`src/verilog/exs_pkg.sv`:
```
// Shared types and encodings for the integer execute slice
// Fields sit at the RISC-V base positions; rs3/funct2 occupy funct7
// addi and cmov are legal only with funct3 = F3_ADD, mulw only with F3_MULW
// An illegal retire carries rd and the illegal flag, all data fields zero
package exs_pkg;

    localparam logic [6:0] OPC_OP    = 7'b0110011; // add, sub, xor, and
    localparam logic [6:0] OPC_OPIMM = 7'b0010011; // addi
    localparam logic [6:0] OPC_WIDE  = 7'b0111011; // mulw
    localparam logic [6:0] OPC_CMOV  = 7'b0101011; // Three-source select

    localparam logic [2:0] F3_ADD  = 3'b000;
    localparam logic [2:0] F3_SUB  = 3'b001;
    localparam logic [2:0] F3_XOR  = 3'b100;
    localparam logic [2:0] F3_AND  = 3'b111;
    localparam logic [2:0] F3_MULW = 3'b011;

    // Three-source register view
    typedef struct packed {
        logic [4:0] rs3;
        logic [1:0] funct2;
        logic [4:0] rs2;
        logic [4:0] rs1;
        logic [2:0] funct3;
        logic [4:0] rd;
        logic [6:0] opcode;
    } r4_fmt_t;

    // Immediate view, imm12 covers rs3/funct2/rs2
    typedef struct packed {
        logic [11:0] imm12;
        logic [4:0]  rs1;
        logic [2:0]  funct3;
        logic [4:0]  rd;
        logic [6:0]  opcode;
    } i_fmt_t;

    typedef union packed {
        r4_fmt_t r4;
        i_fmt_t  i;
    } iword_u;

    typedef enum logic [2:0] {
        OP_ADD,
        OP_SUB,
        OP_XOR,
        OP_AND,
        OP_ADDI,
        OP_MULW,
        OP_CMOV
    } alu_op_e;

    typedef struct packed {
        logic [4:0]  rs1;
        logic [4:0]  rs2;
        logic [4:0]  rs3;
        logic [4:0]  rd;
        logic [31:0] imm;     // Sign-extended, zero unless addi
        alu_op_e     op;
        logic        illegal;
        logic        wide;    // Legal mulw only
    } dec_t;

    typedef struct packed {
        logic        valid;
        logic        illegal;
        logic        wide;
        logic [4:0]  rd;
        logic [31:0] lo;
        logic [31:0] hi;      // Zero for narrow ops
    } retire_t;

endpackage

```
`src/verilog/exs_exec.sv`:
```
// Execute unit: narrow ALU result or unsigned 64-bit product
// Drives the register write port in the cycle of instr_valid
// and registers the retire record at the same edge
// Illegal words write nothing and retire with zero data
`timescale 1ns/1ps

module exs_exec import exs_pkg::*; (
    input  logic        g_clk,
    input  logic        rst_n,
    input  logic        instr_valid,
    input  dec_t        dec,
    input  logic [31:0] rs1_data,
    input  logic [31:0] rs2_data,
    input  logic [31:0] rs3_data,
    output logic        rd_wen,
    output logic        rd_wide,
    output logic [4:0]  rd_addr,
    output logic [31:0] rd_wdata,
    output logic [31:0] rd_wdata_hi,
    output retire_t     retire
);

    logic        legal;
    logic [63:0] product;
    logic [31:0] result;
    logic [31:0] result_hi;
    retire_t     retire_nxt;

    assign legal   = !dec.illegal;
    assign product = {32'd0, rs1_data} * {32'd0, rs2_data}; // Unsigned

    always_comb begin
        case (dec.op)
            OP_ADD:  result = rs1_data + rs2_data;
            OP_SUB:  result = rs1_data - rs2_data;
            OP_XOR:  result = rs1_data ^ rs2_data;
            OP_AND:  result = rs1_data & rs2_data;
            OP_ADDI: result = rs1_data + dec.imm;
            OP_MULW: result = product[31:0];
            OP_CMOV: result = (rs2_data != 32'd0) ? rs1_data : rs3_data;
            default: result = '0;
        endcase
    end

    assign result_hi = dec.wide ? product[63:32] : 32'd0;

    // Write port
    assign rd_wen      = instr_valid && legal;
    assign rd_wide     = rd_wen && dec.wide;
    assign rd_addr     = dec.rd;
    assign rd_wdata    = result;
    assign rd_wdata_hi = result_hi;

    always_comb begin
        retire_nxt         = '0;
        retire_nxt.valid   = 1'b1;
        retire_nxt.illegal = dec.illegal;
        retire_nxt.rd      = dec.rd;
        if (legal) begin
            retire_nxt.wide = dec.wide;
            retire_nxt.lo   = result;
            retire_nxt.hi   = result_hi;
        end
    end

    always_ff @(posedge g_clk or negedge rst_n) begin
        if (!rst_n) begin
            retire <= '0;
        end else if (instr_valid) begin
            retire <= retire_nxt;
        end else begin
            retire <= '0; // Idle cycle, nothing retired
        end
    end

    // Decoder must never hand a wide write to an odd register
    a_wide_even: assert property (@(posedge g_clk) disable iff (!rst_n)
        rd_wide |-> !rd_addr[0])
        else $error("wide write to odd rd %0d", rd_addr);

    a_retire_on: assert property (@(posedge g_clk) disable iff (!rst_n)
        instr_valid |=> retire.valid)
        else $error("instruction did not retire");

    a_retire_off: assert property (@(posedge g_clk) disable iff (!rst_n)
        !instr_valid |=> !retire.valid)
        else $error("retire without instruction");

endmodule

```
`config.mk`:
```
export PLATFORM = sky130hd
export DESIGN_NAME = exs_exec
export DESIGN_NICKNAME = d
export VERILOG_FILES = /design/src/verilog/exs_pkg.sv /design/src/verilog/exs_exec.sv
export SDC_FILE = /design/constraint.sdc
export NUM_CORES = 2
export LEC_CHECK = 0
export ABC_CLOCK_PERIOD_IN_PS = 9300
export BUFFER_PORTS_ARGS = -buffer_cell sky130_fd_sc_hd__buf_2
export CORE_MARGIN = 3
export CORE_UTILIZATION = 58
export CTS_CLUSTER_DIAMETER = 200
export DETAILED_ROUTE_END_ITERATION = 7
export HOLD_SLACK_MARGIN = 0.12
export PLACE_DENSITY = 0.85
export RECOVER_POWER = 25
export SLEW_MARGIN = 20
export SYNTH_ARGS = -nofsm -noshare
export SYNTH_HDL_FRONTEND = slang
export SYNTH_SLANG_ARGS = --single-unit
```
`constraint.sdc`:
```
create_clock -name g_clk -period 9.3 [get_ports g_clk]
set_clock_uncertainty 0.1 [all_clocks]
set_input_delay 0.93 -clock g_clk [delete_from_list [all_inputs] [get_ports g_clk]]
set_output_delay 0.93 -clock g_clk [all_outputs]
set_load 0.01 [all_outputs]
```
==> summary.md <==
| Metric | Value |
|---|---|
| Cell repeated most along the worst path | `fa_1` |
| Post-synth EDFFs | `0` |
| Most flops, register | `retire` |
| Final nets | `around 6400` |
| Slew Viols, Final | `between 70 and 80` |
| CP bufs+invs | `6` |
| Critical path data arrival time | `between 8 and 9 ns` |
| FFs w/ async S/R, synth | `between 90% and 100%` |
| Worst slack at placement | `-0.453 ns` |
| Fill cell count | `~4600` |
| Slowest stage delay, CP | `0.59 ns` |
| Max Root-Sink Buffers | `2` |
| Share of the synthesized area in the top cell type | `roughly 45%` |
| Mapped Nets | `slightly below 6000` |
| Period utilization | `101%` |
| Final hold violations | `0` |
| Worst path top cell family by delay | `adder cells` |
| Max reg flops | `approximately 70` |
| Area of the die | `a little over 0.07 mm2` |
| Clock root buffer | `clkbuf_16` |
| Top FF cell, synth | `dfrtp_1` |
| Nature of the critical path endpoint | `output port` |
| Clock slew at reported path FFs | `~0.06 ns` |
| Total Routing Usage GR | `a little under two fifths` |
| Worst path slowest cell | `fa_2` |
| Final Worst Setup Slack | `-0.0773 ns` |
| Global route overflow | `0` |
| Routed Antenna Nets | `0` |
| Rows | `95` |
| Flops & latches, synth | `72` |
| Number of detailed-route iterations in the first pass | `6` |
| IO Port Bufs | `around 280` |
| CP endpoint | `rd_wdata_hi[25]` |
| Number of CTS-inserted buffers | `9` |
| WS Path Type | `input port to output port` |
| Clock tree sinks | `72` |
| H-tree lvl count | `3` |
| Vias per cell | `between 6 and 7` |
| Top cell type by total area after synthesis | `fa_1` |
| Vias in the first global route | `around 38000` |
| Largest registers | `retire (72)` |
| Initial antenna violation count | `11` |
| First-pass GRT wire length | `between 200000 and 250000 um` |
| Outcome | `complete, but fails checks` |
| Mapped cell area | `0.0401 mm2` |
| Failing checks | `capacitance limit, slew limit, setup timing` |
| Netlist cell types | `73` |
| Cells after Synth | `about 4600` |
| Setup Viol. Count Final | `3` |
| RSZ-0062 raised after global routing | `yes` |
| Seq/Total Area, Yosys | `under 10%` |
| CTS tree | `built` |
| Synthesis Warnings | `0` |
| CP max FO | `9` |
| IO Pins | `approximately 300` |
| Area growth syn-to-layout | `17.4%` |
| Final min period | `between 9 and 10 ns` |
| Iter 0 DRT Violations | `roughly 3900` |
| Width of the die | `between 200 and 300 um` |
| FMAX | `roughly 0.11 GHz` |
| Worst Hold Class | `input port to register` |
| Core region area | `0.0679 mm2` |
| Detail Placement HPWL | `between 100000 and 150000 um` |
| Required @ worst endpoint | `roughly 8.3 ns` |
| Worst slew margin | `-169%` |
| Register area | `around 0.0018 mm2` |
| Hold buffers post-CTS | `0` |
| Actual slew at the worst max-slew pin | `4.03 ns` |
| Wire per inst | `23.6 um` |
| Starting Density | `roughly three fifths` |
| Largest net degree at the start of global routing | `between 70 and 80` |
| Synth area leaders | `fa_1, ha_1, and2_1, inv_1, nand2_1` |
| Syn avg cell area | `just under 9 um2` |
| Area taken by multi-input logic gates | `around 0.035 mm2` |
| DRC | `0` |
| GP Congestion | `approximately 1.0` |
| Final WL | `between 100000 and 150000 um` |
| WP depth | `26` |
| Vias | `~36000` |
| Startpoint Class | `input port` |
| Layout cells sized above 1 | `a little under a fifth` |
| Max-cap violations | `1` |
| Crit path launch | `rs1_data[21]` |
| Die Y | `between 200 and 300 um` |
==> worst min-delay path by stage <==
stage / from / to / slack, ns / depth (start not counted)
5_1_grt: dec[37] / retire[64] / 0.71 / 2
2_1_floorplan: rst_n / retire[0] / 0.53 / 0
6_report: dec[37] / retire[64] / 0.71 / 2
3_3_place_gp: rst_n / retire[14] / 0.99 / 1
3_5_place_dp: rst_n / retire[12] / 1.02 / 1
4_1_cts: rst_n / retire[12] / 0.65 / 1
==> repair_timing <==
| action | CTS | global route |
|---|---|---|
| pin swaps | 25 | 90 |
| resized for setup | 149 | 249 |
| cloned | 1 | 4 |
| endpoints found under the setup margin | 30 | 36 |
| buffers inserted | 16 | 34 |
==> cell usage after synthesis (39+ instances only) <==
| cell | n |
|---|---|
| o21ai_0 | 88 |
| dfrtp_1 | 72 |
| a21oi_1 | 120 |
| xnor2_1 | 51 |
| nand2_1 | 662 |
| a21o_1 | 45 |
| fa_1 | 897 |
| mux2i_1 | 63 |
| ha_1 | 327 |
| and2_1 | 556 |
| clkbuf_1 | 272 |
| nor3_1 | 39 |
| nor2_1 | 86 |
| inv_1 | 892 |
==> kinds of logic after synthesis <==
family | Yosys count | synth area share, %
simple gates | 1494 | 18.5
fa+ha+maj | 1224 | 54.9
buf+inv | 1187 | 11.2
compound gates | 455 | 7.57
xor+xnor | 75 | 1.66
flops | 72 | 4.49
mux | 65 | 1.63
==> area by class of cell <==
type	instances	area share, %
inverter	892	7.10
timing repair buffer	722	12.3
sequential	72	3.82
clock inverter	6	0.146
tap	921	2.45
antenna	11	0.0584
multi-input combinational	3313	73.6
clock buffer	10	0.486
==> stage by stage <==
| step | setup TNS (ns) | instances | cell area [um2] | utilization, % | hold WS, ns |
|---|---|---|---|---|---|
| floorplan | 0 | 4572 | 40100 | - | 0.534 |
| global placement | -5.88 | 5871 | 44900 | 66.1 | 0.992 |
| detailed placement | -8.10 | 5871 | 44900 | 66.1 | 1.02 |
| CTS | -0.102 | 5900 | 45800 | 67.5 | 0.653 |
| global route | -1.72 | 5944 | 47100 | 69.4 | 0.715 |
| finish | -0.128 | 5947 | 47100 | 69.4 | 0.712 |
==> routing by layer <==
metal  wire length [um]  track usage, %
met5                 46               0
met4              15200            30.4
met3              16200            9.52
met2              64300            62.2
met1              44800            43.3
==> placed cells by master (no fill, tap or decap), types with 11 or more instances in the layout <==
cell type  count
nor2_1        85
nand2_2       11
buf_4        379
nand3_1       26
ha_4          13
fa_2          43
o211ai_1      12
a221o_1       25
diode_2       11
buf_2        232
nand2b_1      22
ha_1         311
buf_12        38
inv_2         21
a21o_1        45
o21ai_0       74
buf_8         17
inv_1        871
mux2i_1       63
buf_6         40
and2_1       537
and3_1        13
nand2_1      649
xnor2_1       44
nor3_1        35
o22ai_1       14
a21oi_2       12
and2_4        13
a31oi_1       11
a21oi_1      102
fa_1         854
nand4_1       20
o21bai_1      23
clkbuf_16     13
xor2_1        23
dfrtp_1       72
Power is not shown: default switching activity piles up to over one toggle a cycle in this logic, so the estimate is an artifact.
