**src/verilog/exs_pkg.sv**
```systemverilog
// Shared types and encodings for the integer execute slice
// Fields sit at the RISC-V base positions; rs3/funct2 occupy funct7
// addi and cmov are legal only with funct3 = F3_ADD, mulw only with F3_MULW
// An illegal retire carries rd and the illegal flag, all data fields zero
package exs_pkg;

    localparam logic [6:0] OPC_OP    = 7'b0110011; // add, sub, xor, and
    localparam logic [6:0] OPC_OPIMM = 7'b0010011; // addi
    localparam logic [6:0] OPC_WIDE  = 7'b0111011; // mulw
    localparam logic [6:0] OPC_CMOV  = 7'b0101011; // Three-source select

    localparam logic [2:0] F3_ADD  = 3'b000;
    localparam logic [2:0] F3_SUB  = 3'b001;
    localparam logic [2:0] F3_XOR  = 3'b100;
    localparam logic [2:0] F3_AND  = 3'b111;
    localparam logic [2:0] F3_MULW = 3'b011;

    // Three-source register view
    typedef struct packed {
        logic [4:0] rs3;
        logic [1:0] funct2;
        logic [4:0] rs2;
        logic [4:0] rs1;
        logic [2:0] funct3;
        logic [4:0] rd;
        logic [6:0] opcode;
    } r4_fmt_t;

    // Immediate view, imm12 covers rs3/funct2/rs2
    typedef struct packed {
        logic [11:0] imm12;
        logic [4:0]  rs1;
        logic [2:0]  funct3;
        logic [4:0]  rd;
        logic [6:0]  opcode;
    } i_fmt_t;

    typedef union packed {
        r4_fmt_t r4;
        i_fmt_t  i;
    } iword_u;

    typedef enum logic [2:0] {
        OP_ADD,
        OP_SUB,
        OP_XOR,
        OP_AND,
        OP_ADDI,
        OP_MULW,
        OP_CMOV
    } alu_op_e;

    typedef struct packed {
        logic [4:0]  rs1;
        logic [4:0]  rs2;
        logic [4:0]  rs3;
        logic [4:0]  rd;
        logic [31:0] imm;     // Sign-extended, zero unless addi
        alu_op_e     op;
        logic        illegal;
        logic        wide;    // Legal mulw only
    } dec_t;

    typedef struct packed {
        logic        valid;
        logic        illegal;
        logic        wide;
        logic [4:0]  rd;
        logic [31:0] lo;
        logic [31:0] hi;      // Zero for narrow ops
    } retire_t;

endpackage

```
**src/verilog/exs_decode.sv**
```systemverilog
// Combinational instruction decoder
// Unused source fields are forced to x0 so they read as zero
// mulw with an odd rd is flagged illegal since it cannot name a pair
`timescale 1ns/1ps

module exs_decode import exs_pkg::*; (
    input  iword_u instr,
    output dec_t   dec
);

    logic [6:0] opcode;
    logic [4:0] rd;
    logic [4:0] rs1;
    logic [2:0] funct3;

    assign opcode = instr.r4.opcode; // Same bits in both views
    assign rd     = instr.r4.rd;
    assign rs1    = instr.r4.rs1;
    assign funct3 = instr.r4.funct3;

    always_comb begin
        dec         = '0;
        dec.rd      = rd;
        dec.rs1     = rs1;
        dec.op      = OP_ADD;
        dec.illegal = 1'b0;

        case (opcode)
            OPC_OP: begin
                dec.rs2 = instr.r4.rs2;
                case (funct3)
                    F3_ADD:  dec.op = OP_ADD;
                    F3_SUB:  dec.op = OP_SUB;
                    F3_XOR:  dec.op = OP_XOR;
                    F3_AND:  dec.op = OP_AND;
                    default: dec.illegal = 1'b1;
                endcase
            end
            OPC_OPIMM: begin
                dec.op  = OP_ADDI;
                dec.imm = {{20{instr.i.imm12[11]}}, instr.i.imm12};
                if (funct3 != F3_ADD) begin
                    dec.illegal = 1'b1;
                end
            end
            OPC_WIDE: begin
                dec.rs2 = instr.r4.rs2;
                dec.op  = OP_MULW;
                if (funct3 != F3_MULW || rd[0]) begin
                    dec.illegal = 1'b1; // Odd rd has no pair
                end else begin
                    dec.wide = 1'b1;
                end
            end
            OPC_CMOV: begin
                dec.rs2 = instr.r4.rs2;
                dec.rs3 = instr.r4.rs3;
                dec.op  = OP_CMOV;
                if (funct3 != F3_ADD) begin
                    dec.illegal = 1'b1;
                end
            end
            default: begin
                dec.illegal = 1'b1; // Unknown opcode
            end
        endcase
    end

endmodule

```
**config.mk**
```make
export PLATFORM = sky130hd
export DESIGN_NAME = exs_decode
export DESIGN_NICKNAME = d
export VERILOG_FILES = /design/src/verilog/exs_pkg.sv /design/src/verilog/exs_decode.sv
export SDC_FILE = /design/constraint.sdc
export NUM_CORES = 1
export LEC_CHECK = 0
export BUFFER_PORTS_ARGS = -buffer_cell sky130_fd_sc_hd__buf_2
export CORE_MARGIN = 4
export CORE_UTILIZATION = 30
export DETAILED_ROUTE_END_ITERATION = 8
export GPL_TIMING_DRIVEN = 0
export PLACE_DENSITY = 0.86
export SYNTH_ARGS = -nofsm -noshare
export SYNTH_HDL_FRONTEND = slang
export SYNTH_SLANG_ARGS = --single-unit
export TNS_END_PERCENT = 100
```
**constraint.sdc**
```tcl
create_clock -name vclk -period 1.8
set_input_delay 0 -clock vclk [all_inputs]
set_output_delay 0 -clock vclk [all_outputs]
set_load 0.05 [all_outputs]
```
==> impl_summary.md, run 1 <==
Layout
The number of antenna diodes is 0. The final instance area is between 900 and 1000 sq um. The multi-input combinational cells in the finished layout cover a total of approximately 330 sq um. For this run, the post-layout net count is 203. The number of standard cells in the final layout excluding fillers is just under 200.

Once layout is complete, the utilization of the core stands at a little under three fifths. The register area is 0 sq um. The ratio of cells with drive above 1 in the final layout is between 60% and 70%. The count of fill cells added during filler insertion is 193. The area added between synthesis and finish is 75.6%. The layout has 0 clock buffers.

There are 0 flip-flops and latches.

Synth
The count of synthesis-stage warnings from yosys is 0. The synthesized netlist occupies a cell area of roughly 570 sq um. After synthesis, the mean cell area works out to around 6.2 sq um.

The commonest cells after synthesis are 30 x sky130_fd_sc_hd__buf_4, 16 x sky130_fd_sc_hd__nor2_1, 13 x sky130_fd_sc_hd__and2_1. The largest total area in the synthesized netlist belongs to sky130_fd_sc_hd__buf_4. Counting every net in the synthesized netlist gives roughly 120. The most frequent cell after synthesis is sky130_fd_sc_hd__buf_4.

The cell count after synthesis came out at 91. The sequential-to-total area share from yosys stat is 0%. The number of library cell types mapped by synthesis is 23. After synthesis, the cell types taking the most area are sky130_fd_sc_hd__buf_4 40%, sky130_fd_sc_hd__and2_1 14%, sky130_fd_sc_hd__nor2_1 11%. After synthesis, the largest area contributor takes up between 30% and 40% of total cell area.

Critical path
STA puts the critical path data required time at 1.80 ns. Of all nets on the critical path, the largest fanout is 21. The kind of start point of the critical path is an input pin. The most numerous cell type found on the critical path is sky130_fd_sc_hd__buf_2. Among all stages on the critical path, the largest delay is contributed by sky130_fd_sc_hd__nor2_4.

The critical path class is input pin to primary output. Data on the critical path arrives at its endpoint at 1.41 ns. The critical path goes through buf_2 > nor2_1 > and3_1 > buf_6 > nand2_1 > nor2_4 > buf_4 > buf_2. In this design, the largest share of critical-path delay is due to simple AND/OR/NAND/NOR gates.

The number of buffer and inverter instances along the worst setup path is 4. The peak per-stage delay on the critical path is about 0.34 ns. The critical path endpoint category is a primary output.

STA
The clock period minus final worst setup slack is 1.41 ns. The final-report hold violation count is 0. The share of the clock period used by the worst path after layout is between 70% and 80%. Based on the critical path, the design can be clocked at up to 0.711 GHz. After routing, the total negative slack on setup checks comes to 0 ns. Setup violations remaining at the end of the flow were counted as 0.

The number of max-slew violations in the final report is 0. The measured slew at the worst slew-check pin is 0.406 ns. Setup repair after global routing left no endpoint under its margin. Headroom to the max-slew limit came out at between 70% and 80%.

Placed design
Once detailed placement completed, the half-perimeter wirelength came to 1880 um. Summing all placed instances gives a cell area of between 900 and 1000 sq um. The congestion estimate from routability-driven global placement came to between 0.7 and 0.8. In this run, placement finished with an instance count of slightly below 200. The count of buffers added on input and output ports is 78.

Floorplan
In this run the core area contains 15 standard-cell rows. The horizontal die dimension is 51.5 um. In this run the standard cell core region covers between 1500 and 2000 sq um. The total die area is 2650 sq um. During I/O placement, the number of pins put on the boundary was 89. Measured along the y axis, the die boundary spans between 50 and 60 um.

The effective utilization at floorplan is ~32%.

Route
In this run, the number of DRC markers left after iteration 0 of detailed routing was 4. Dividing the detail-routed wire length by the instance count gives between 10 and 15 um. The detailed-route vias per instance is between 4 and 5. The pre-antenna-repair detailed-routing pass consisted of 5 iterations. The overall via count from detail_route is 826. The overall routed net length is between 2000 and 2500 um. The post-detailed-route count of antenna-violating nets is 0. The remaining design rule violation count is 0.

Pwr
The ratio of total power to cell area is around 160 nW/um^2. IR analysis of the VDD net gives a maximum drop of ~0.00011 V. The analysis attributes to cell leakage a power of 0.000644 uW.

Global route
The first global-routing pass estimated approximately 3200 um of wire. The via count of the first global-routing pass was slightly below 800. Across every metal layer, demand over resource in global routing totals ~15%. Global routing finished with a remaining overflow of 0. The initial antenna violation count is 0. The pin count of the biggest net entering global routing is 22.

Run
The count of max-cap constraint violations is 0.

Hold path
For hold timing, the worst endpoint is dec[40]. The path class of the tightest hold or removal check is input pin to primary output. Along the worst hold path, the cell count comes to 2.

The hold path startpoint is instr[10].

Clock tree
The post-CTS setup buffer count is 0.

Outcome
The flow ran to the end, and the final reports show no timing, DRC or antenna violations.
==> report_power, final <==
| group | leakage (uW) | total (uW) | internal [uW] | switching (uW) |
|---|---|---|---|---|
| logic | 0.000644 | 160 | 56.9 | 104 |
| clock network | 0 | 0 | 0 | 0 |
| registers | 0 | 0 | 0 | 0 |
| total | 0.000644 | 160 | 56.9 | 104 |
==> per-layer routing <==
| metal | wire length (um) | part of all wire, % | GRT usage (%) | up-vias |
|---|---|---|---|---|
| met3 | 263 | 12 | 2.29 | 0 |
| met4 | 0 | 0 | 1.75 | 0 |
| li1 | - | - | - | 422 |
| met2 | 1130 | 52 | 29.9 | 54 |
| met5 | 0 | 0 | 0 | - |
| met1 | 784 | 36 | 16.0 | 350 |
==> how the worst max path moves through the flow <==
stage / start / to / slack [ns] / cells past startpoint
floorplan: instr[6] / dec[1] / 0.04 / 5
global placement: instr[6] / dec[22] / 0.25 / 8
detailed placement: instr[6] / dec[23] / 0.17 / 8
CTS: instr[6] / dec[23] / 0.16 / 8
global route: instr[6] / dec[32] / 0.25 / 8
finish: instr[6] / dec[21] / 0.39 / 8
==> layout make-up <==
class | instances | area share [%]
well taps | 25 | 3.14
multi-input cells | 57 | 32.7
repair buffers | 78 | 39.1
plain buffers | 34 | 25.0
==> cell usage in the layout, fill, tap and decap left out <==
cell / Yosys / final
sky130_fd_sc_hd__or2_1: 1 / 1
sky130_fd_sc_hd__nand2b_1: 1 / 1
sky130_fd_sc_hd__nand3_4: 1 / 1
sky130_fd_sc_hd__buf_6: 1 / 1
sky130_fd_sc_hd__o41ai_1: 1 / 1
sky130_fd_sc_hd__nor2b_1: 2 / 2
sky130_fd_sc_hd__a211oi_1: 1 / 1
sky130_fd_sc_hd__nor4b_2: 1 / 1
sky130_fd_sc_hd__o22ai_1: 1 / 1
sky130_fd_sc_hd__and3_1: 1 / 1
sky130_fd_sc_hd__o311ai_1: 1 / 1
sky130_fd_sc_hd__xnor2_1: 1 / 1
sky130_fd_sc_hd__nand2_1: 7 / 7
sky130_fd_sc_hd__nor2_4: 0 / 1
sky130_fd_sc_hd__o21ai_0: 3 / 3
sky130_fd_sc_hd__and2_1: 13 / 13
sky130_fd_sc_hd__buf_2: 1 / 79
sky130_fd_sc_hd__nor2_2: 1 / 1
sky130_fd_sc_hd__nand3_1: 1 / 1
sky130_fd_sc_hd__buf_4: 30 / 30
sky130_fd_sc_hd__nor2_1: 16 / 15
sky130_fd_sc_hd__clkbuf_1: 2 / 2
sky130_fd_sc_hd__a21oi_1: 3 / 3
sky130_fd_sc_hd__nor4_1: 1 / 1
==> logic make-up (layout without fill, tap and decap cells) <==
| family | count (synthesis) | after routing | share of synthesized area [%] |
|---|---|---|---|
| AND/OR/NAND/NOR | 46 | 46 | 43.8 |
| buffers and inverters | 34 | 112 | 43.8 |
| AO/OA/AOI/OAI | 10 | 10 | 10.8 |
| XOR/XNOR | 1 | 1 | 1.54 |
==> stage by stage <==
| step | power (uW) | setup slack, ns | hold slack, ns |
|---|---|---|---|
| floorplan | 110 | 0.0448 | 0.167 |
| global placement | 155 | 0.246 | 0.303 |
| detailed placement | 160 | 0.171 | 0.303 |
| CTS | 160 | 0.160 | 0.303 |
| global route | 171 | 0.248 | 0.305 |
| finish | 160 | 0.394 | 0.302 |
==> what timing repair did <==
action,CTS,global route
endpoints found under the setup margin,0,20
resized for setup,0,1
hold buffers,0,0
hold endpoints to repair,0,0
Power figures use the tool's default switching activity.
==> inputs of run 2 (changes only) <==
==> constraint.sdc (replaced) <==
create_clock -name vclk -period 1.46
set_input_delay 0 -clock vclk [all_inputs]
set_output_delay 0 -clock vclk [all_outputs]
set_load 0.05 [all_outputs]
==> impl_summary.md, run 2 (same netlist as run 1, synthesis figures left out) <==
Outcome
The run finished with clean final reports.

Global route
The overall overflow remaining after global route is 0 (unchanged). The first-pass GRT wire length came to 2980 um (-7.1%). The total routing usage reported by global routing is 13.5% (-1.2 points). The via count of the first global-routing pass came to 728 (-6.7%). The pin count of the biggest net entering global routing is 22 (unchanged). The initial antenna violation count was 0 (unchanged).

Layout
The count of fill cells added during filler insertion is 169 (-12%). The count of sequential standard cells is 0 (unchanged). The number of clock buffer instances in the layout is 0 (unchanged). The number of nets in the final layout is 205 (+0.99%). The final instance area is 1040 sq um (+4.8%).

The library cell used most frequently in the layout, excluding fill and tap cells, is sky130_fd_sc_hd__buf_2. The number of standard cells in the final layout excluding fillers came to 196 (+1.0%). The area added between synthesis and finish is 83.9%.

Leaving out fill and tap cells, the most frequent cells in the layout are 70 x sky130_fd_sc_hd__buf_2, 39 x sky130_fd_sc_hd__buf_4, 15 x sky130_fd_sc_hd__nor2_1. The ratio of cells with drive above 1 in the final layout is 68.4% (+0.97 points). The register area is 0 sq um (unchanged). The number of antenna diodes is 0 (unchanged).

STA
Static timing analysis puts the maximum clock frequency at 0.729 GHz. The final critical path takes up between 90% and 100% of the cycle. The number of max-slew violations in the final report is 0 (unchanged). The final-report setup violation count was 0 (unchanged).

The final-report hold violation count is 0 (unchanged). Setup repair after global routing could not meet its margin everywhere. The routed design could run at a clock period as short as ~1.4 ns. The headroom to the max-slew limit came to 68.6% (-4.3 points). The measured slew at the worst slew-check pin came to 0.469 ns (+0.0638 ns).

Placed design
The count of input and output buffers is 78 (unchanged). The post-placement cell count is 194 (unchanged). The placed wire-length estimate is 1850 um (-1.6%). The post-detailed-placement cell area is 1000 sq um (+1.3%). The placer's final routability congestion estimate is 0.695 (-3.2%).

Clock tree
The post-CTS setup buffer count was 0 (unchanged). The hold buffer count at cts came to 0 (unchanged).

Pwr
The cell-internal power is 70.8 uW (+24%). The share of power burned in registers is 0% (unchanged). The part of the total power dissipated in the clock network is 0% (unchanged).

The ratio of total power to cell area is 192 nW/um^2 (+19%). The total net switching power was 129 uW (+25%). The leakage component of the power came to 0.000644 uW (about the same). The net switching share of the total power is 64.6% (+0.069 points).

The worst-case vdd ir drop is 0.000144 V (+37%). The combinational share of power is 100.0% (about the same).

Critical path
The beginning of the critical path is instr[6]. The critical-path maximum fanout came to 7 (-67%). The critical path endpoint category is a primary output. The peak per-stage delay on the critical path is 0.26 ns (-0.08 ns).

The dominant cell type by count on the critical path is sky130_fd_sc_hd__buf_2. The critical path required time is 1.46 ns (-0.34 ns). By startpoint and endpoint, the worst setup path is classified as input pin to primary output. On the critical path, the stage with the largest delay is an instance of sky130_fd_sc_hd__nor2_2. The kind of start point of the critical path is an input pin. The data arrival time at the worst-slack endpoint was 1.37 ns (-0.04 ns). The critical path goes through buf_2 > nor2_1 > and3_1 > buf_6 > nand2_1 > nor2_2 > buf_4 > buf_2. The end point of the critical path is dec[28].

Floorplan
The horizontal die dimension is 51.5 um (unchanged). The area of the core was 1760 sq um (unchanged). The chip height is 51.5 um (unchanged). The row count came to 15 (unchanged).

The I/O pin count came to 89 (unchanged). The total die area is 2650 sq um (unchanged). The effective utilization at floorplan came to 32.2% (unchanged).

Route
The post-detailed-route count of antenna-violating nets came to 0 (unchanged). The overall routed net length is 2130 um (-2.0%). The detailed-route vias per instance is 4.38 (+2.8%). The number of design-rule violations left by the first detailed-router iteration is 8 (+4). The iteration count of the initial detailed-routing pass is 4 (-1). The remaining design rule violation count is 0 (unchanged). The overall via count from detail_route came to 858 (+3.9%). The detail-routed net length per standard cell came to 10.9 um (-3.0%).

Run
The count of max-cap constraint violations was 0 (unchanged).

Hold path
The worst min-delay path category is input pin to primary output.
[run 2: cell count changes in the layout (fill, tap and decap cells not counted), sizes merged]
cell,change
nor2,+2
[run 2: worst min path at each step]
| stage | end | from | cells past startpoint | slack (ns) |
|---|---|---|---|---|
| floorplan | dec[37] | instr[7] | 1 | 0.17 |
| global placement | dec[56] | instr[19] | 2 | 0.30 |
| detailed placement | dec[55] | instr[18] | 2 | 0.30 |
| CTS | dec[55] | instr[18] | 2 | 0.30 |
| global route | dec[39] | instr[9] | 2 | 0.31 |
| finish | dec[40] | instr[10] | 2 | 0.30 |
[run 2: cell type report]
class                           count  area, sq um  area share (%)
Multi-Input combinational cell     59          352            33.7
Buffer                             34          249            23.8
Timing Repair Buffer               78          413            39.5
Tap cell                           25         31.3            2.99
[run 2: critical path: cells and delay by family]
| kind | cells | cell delay [ns] |
|---|---|---|
| buf+inv | 4 | 0.61 |
| simple gates | 4 | 0.74 |
[run 2: per-stage QoR]
stage	worst slack (ns)	hold WS, ns	total power [uW]	util [%]	TNS (ns)
finish	0.0883	0.303	200	59.2	0
global route	-0.0555	0.307	214	59.2	-0.272
CTS	0.0314	0.304	198	57.0	0
detailed placement	0.0397	0.304	198	57.0	0
global placement	0.102	0.303	194	57.0	0
floorplan	0.00460	0.167	137	-	0
[run 2: power by group through the flow]
| stage | Combinational [uW] | Sequential [uW] | Clock [uW] |
|---|---|---|---|
| global placement | 194 | 0 | 0 |
| finish | 200 | 0 | 0 |
| global route | 214 | 0 | 0 |
| detailed placement | 198 | 0 | 0 |
| CTS | 198 | 0 | 0 |
| floorplan | 137 | 0 | 0 |
[run 2: per-layer routing]
layer,up-vias,share of wire (%),wire length (um),GRT usage [%]
li1,432,-,-,-
met1,345,36,761,15.1
met2,81,46,972,26.5
met3,0,19,395,3.72
met4,0,0,0,0
met5,-,0,0,0
[run 2: timing repair]
action / in CTS / in global routing
endpoints found under the hold margin: 0 / 0
setup endpoints to repair: 0 / 21
resized for setup: 0 / 10
==> inputs of run 3 (changes only) <==
--- a/config.mk
+++ b/config.mk
@@ -11,6 +11,7 @@
 export DETAILED_ROUTE_END_ITERATION = 8
 export GPL_TIMING_DRIVEN = 0
 export PLACE_DENSITY = 0.86
+export RECOVER_POWER = 25
 export SYNTH_ARGS = -nofsm -noshare
 export SYNTH_HDL_FRONTEND = slang
 export SYNTH_SLANG_ARGS = --single-unit
==> impl_summary.md, run 3 (same netlist as run 1, synthesis figures left out) <==
Layout
The area of combinational cells with multiple inputs is 352 sq um (unchanged). In the layout the commonest cells are 57 x sky130_fd_sc_hd__buf_2, 39 x sky130_fd_sc_hd__buf_4, 15 x sky130_fd_sc_hd__nor2_1, 15 x sky130_fd_sc_hd__clkbuf_1, 13 x sky130_fd_sc_hd__and2_1. The number of standard cells in the final layout excluding fillers is 196 (unchanged). The number of nets in the final layout is 205 (unchanged). The area growth from synthesis to layout is 81.1%. The most common cell after layout, fill and taps aside is sky130_fd_sc_hd__buf_2.

The count of sequential standard cells is 0 (unchanged). The number of clock buffer instances in the layout is 0 (unchanged). The register area is 0 sq um (unchanged). The ratio of cells with drive above 1 in the final layout came to 60.8% (-7.6 points).

The number of antenna diodes is 0 (unchanged). The count of fill cells added during filler insertion was 175 (+3.6%).

Placed design
The placer's final routability congestion estimate is 0.695 (unchanged). The count of input and output buffers is 78 (unchanged). The placed wire-length estimate was 1850 um (unchanged). The post-placement cell count is 194 (unchanged).

STA
The clock period minus final worst setup slack is 1.37 ns (+0.0000435 ns). The measured slew at the worst slew-check pin is 0.608 ns (+0.139 ns). The worst hold margin is 0.387 ns (+0.0841 ns). The peak clock frequency supported by timing is 0.729 GHz (about the same). The headroom to the max-slew limit is 59.6% (-9.0 points). The number of max-slew violations in the final report came to 0 (unchanged). The share of the clock period used by the worst path after layout is 94.0% (about the same). The final-report hold violation count is 0 (unchanged).

Setup repair after global routing could not meet its margin everywhere. The final-report setup violation count is 0 (unchanged).

Critical path
The critical path required time is 1.46 ns (about the same). The most critical setup path has its endpoint at dec[28]. The critical-path maximum fanout is 7 (unchanged).

The most critical setup path has its startpoint at instr[6]. The data arrival time at the worst-slack endpoint is 1.37 ns (about the same). The critical path endpoint category is a primary output. STA classifies the critical path startpoint as an input pin. The critical path class is input pin to primary output.

Global route
The first-pass GRT wire length came to 2980 um (unchanged). The total routing usage reported by global routing is 13.5% (unchanged). The initial antenna violation count is 0 (unchanged). The overall overflow remaining after global route is 0 (unchanged). The via count of the first global-routing pass was 728 (unchanged). The pin count of the biggest net entering global routing is 22 (unchanged).

Floorplan
The total die area is 2650 sq um (unchanged). The effective utilization at floorplan is 32.2% (unchanged). The chip height is 51.5 um (unchanged). The area of the core is 1760 sq um (unchanged). The horizontal die dimension is 51.5 um (unchanged). The I/O pin count is 89 (unchanged).

The row count is 15 (unchanged).

Route
The overall via count from detail_route is 847 (-1.3%). The overall routed net length was 2120 um (-0.33%). The iteration count of the initial detailed-routing pass is 4 (unchanged).

The number of design-rule violations left by the first detailed-router iteration is 7 (-1). The remaining design rule violation count is 0 (unchanged). The detail-routed net length per standard cell is 10.8 um (-0.33%).

The post-detailed-route count of antenna-violating nets is 0 (unchanged). The detailed-route vias per instance is 4.32 (-1.3%).

Pwr
The net switching share of the total power was 66.1% (+1.5 points). The leakage component of the power was 0.000603 uW (-6.3%). The share of power burned in registers came to 0% (unchanged). The part of the total power dissipated in the clock network was 0% (unchanged). The total net switching power is 129 uW (+0.11%).

The worst-case vdd ir drop is 0.000140 V (-3.0%). The combinational share of power is 100.0% (about the same). The overall power after layout is 196 uW (-2.1%). The ratio of total power to cell area is 190 nW/um^2 (-0.59%). The cell-internal power is 66.3 uW (-6.2%).

Outcome
The run finished with clean final reports.

Hold path
The worst min-delay path category is input pin to primary output. The worst hold path cell count is 2 (unchanged).

Clock tree
The hold buffer count at cts is 0 (unchanged).

Run
The count of max-cap constraint violations is 0 (unchanged).
run 3: changes by cell type in the layout (fill, tap and decap cells not counted), sizes merged:
| cell | before | now |
|---|---|---|
| buf | 110 | 97 |
| clkbuf | 2 | 15 |
run 3: timing repair:
action	4_1_cts	5_1_grt
setup buffers	0	0
gates resized for setup	0	10
endpoints found under the setup margin	0	21
hold endpoints to repair	0	0
run 3: per-stage QoR:
stage | cell area, sq um | TNS [ns] | worst slack (ns) | util (%)
global placement | 1000 | 0 | 0.102 | 57.0
finish | 1030 | 0 | 0.0882 | 58.3
detailed placement | 1000 | 0 | 0.0397 | 57.0
global route | 1030 | -0.272 | -0.0555 | 58.3
floorplan | 583 | 0 | 0.00460 | -
CTS | 1000 | 0 | 0.0314 | 57.0
run 3: how the worst min path moves through the flow:
stage | from | to | slack, ns
2_1_floorplan | instr[7] | dec[37] | 0.17
4_1_cts | instr[18] | dec[55] | 0.30
3_5_place_dp | instr[18] | dec[55] | 0.30
3_3_place_gp | instr[19] | dec[56] | 0.30
6_report | instr[10] | dec[40] | 0.39
5_1_grt | instr[16] | dec[53] | 0.40
run 3: cell type report:
cell class                      count  area share [%]
Tap cell                           25            3.04
Timing Repair Buffer               78            38.6
Multi-Input combinational cell     59            34.2
Buffer                             34            24.2
run 3: worst max-delay path: stages:
cell                      delay, ns
sky130_fd_sc_hd__buf_2         0.09
sky130_fd_sc_hd__nor2_1        0.12
sky130_fd_sc_hd__and3_1        0.18
sky130_fd_sc_hd__buf_6         0.13
sky130_fd_sc_hd__nand2_1       0.18
sky130_fd_sc_hd__nor2_2        0.26
sky130_fd_sc_hd__buf_4         0.14
sky130_fd_sc_hd__buf_2         0.25
run 3: power by group through the flow:
stage               combinational, uW  sequential [uW]  clock (uW)
floorplan                         137                0           0
global placement                  194                0           0
detailed placement                198                0           0
CTS                               198                0           0
global route                      210                0           0
finish                            196                0           0
run 3: routing by layer:
| layer | global-route usage (%) | routed length, um |
|---|---|---|
| met3 | 3.72 | 371 |
| met5 | 0 | 0 |
| met1 | 15.1 | 782 |
| met2 | 26.5 | 967 |
| met4 | 0 | 0 |
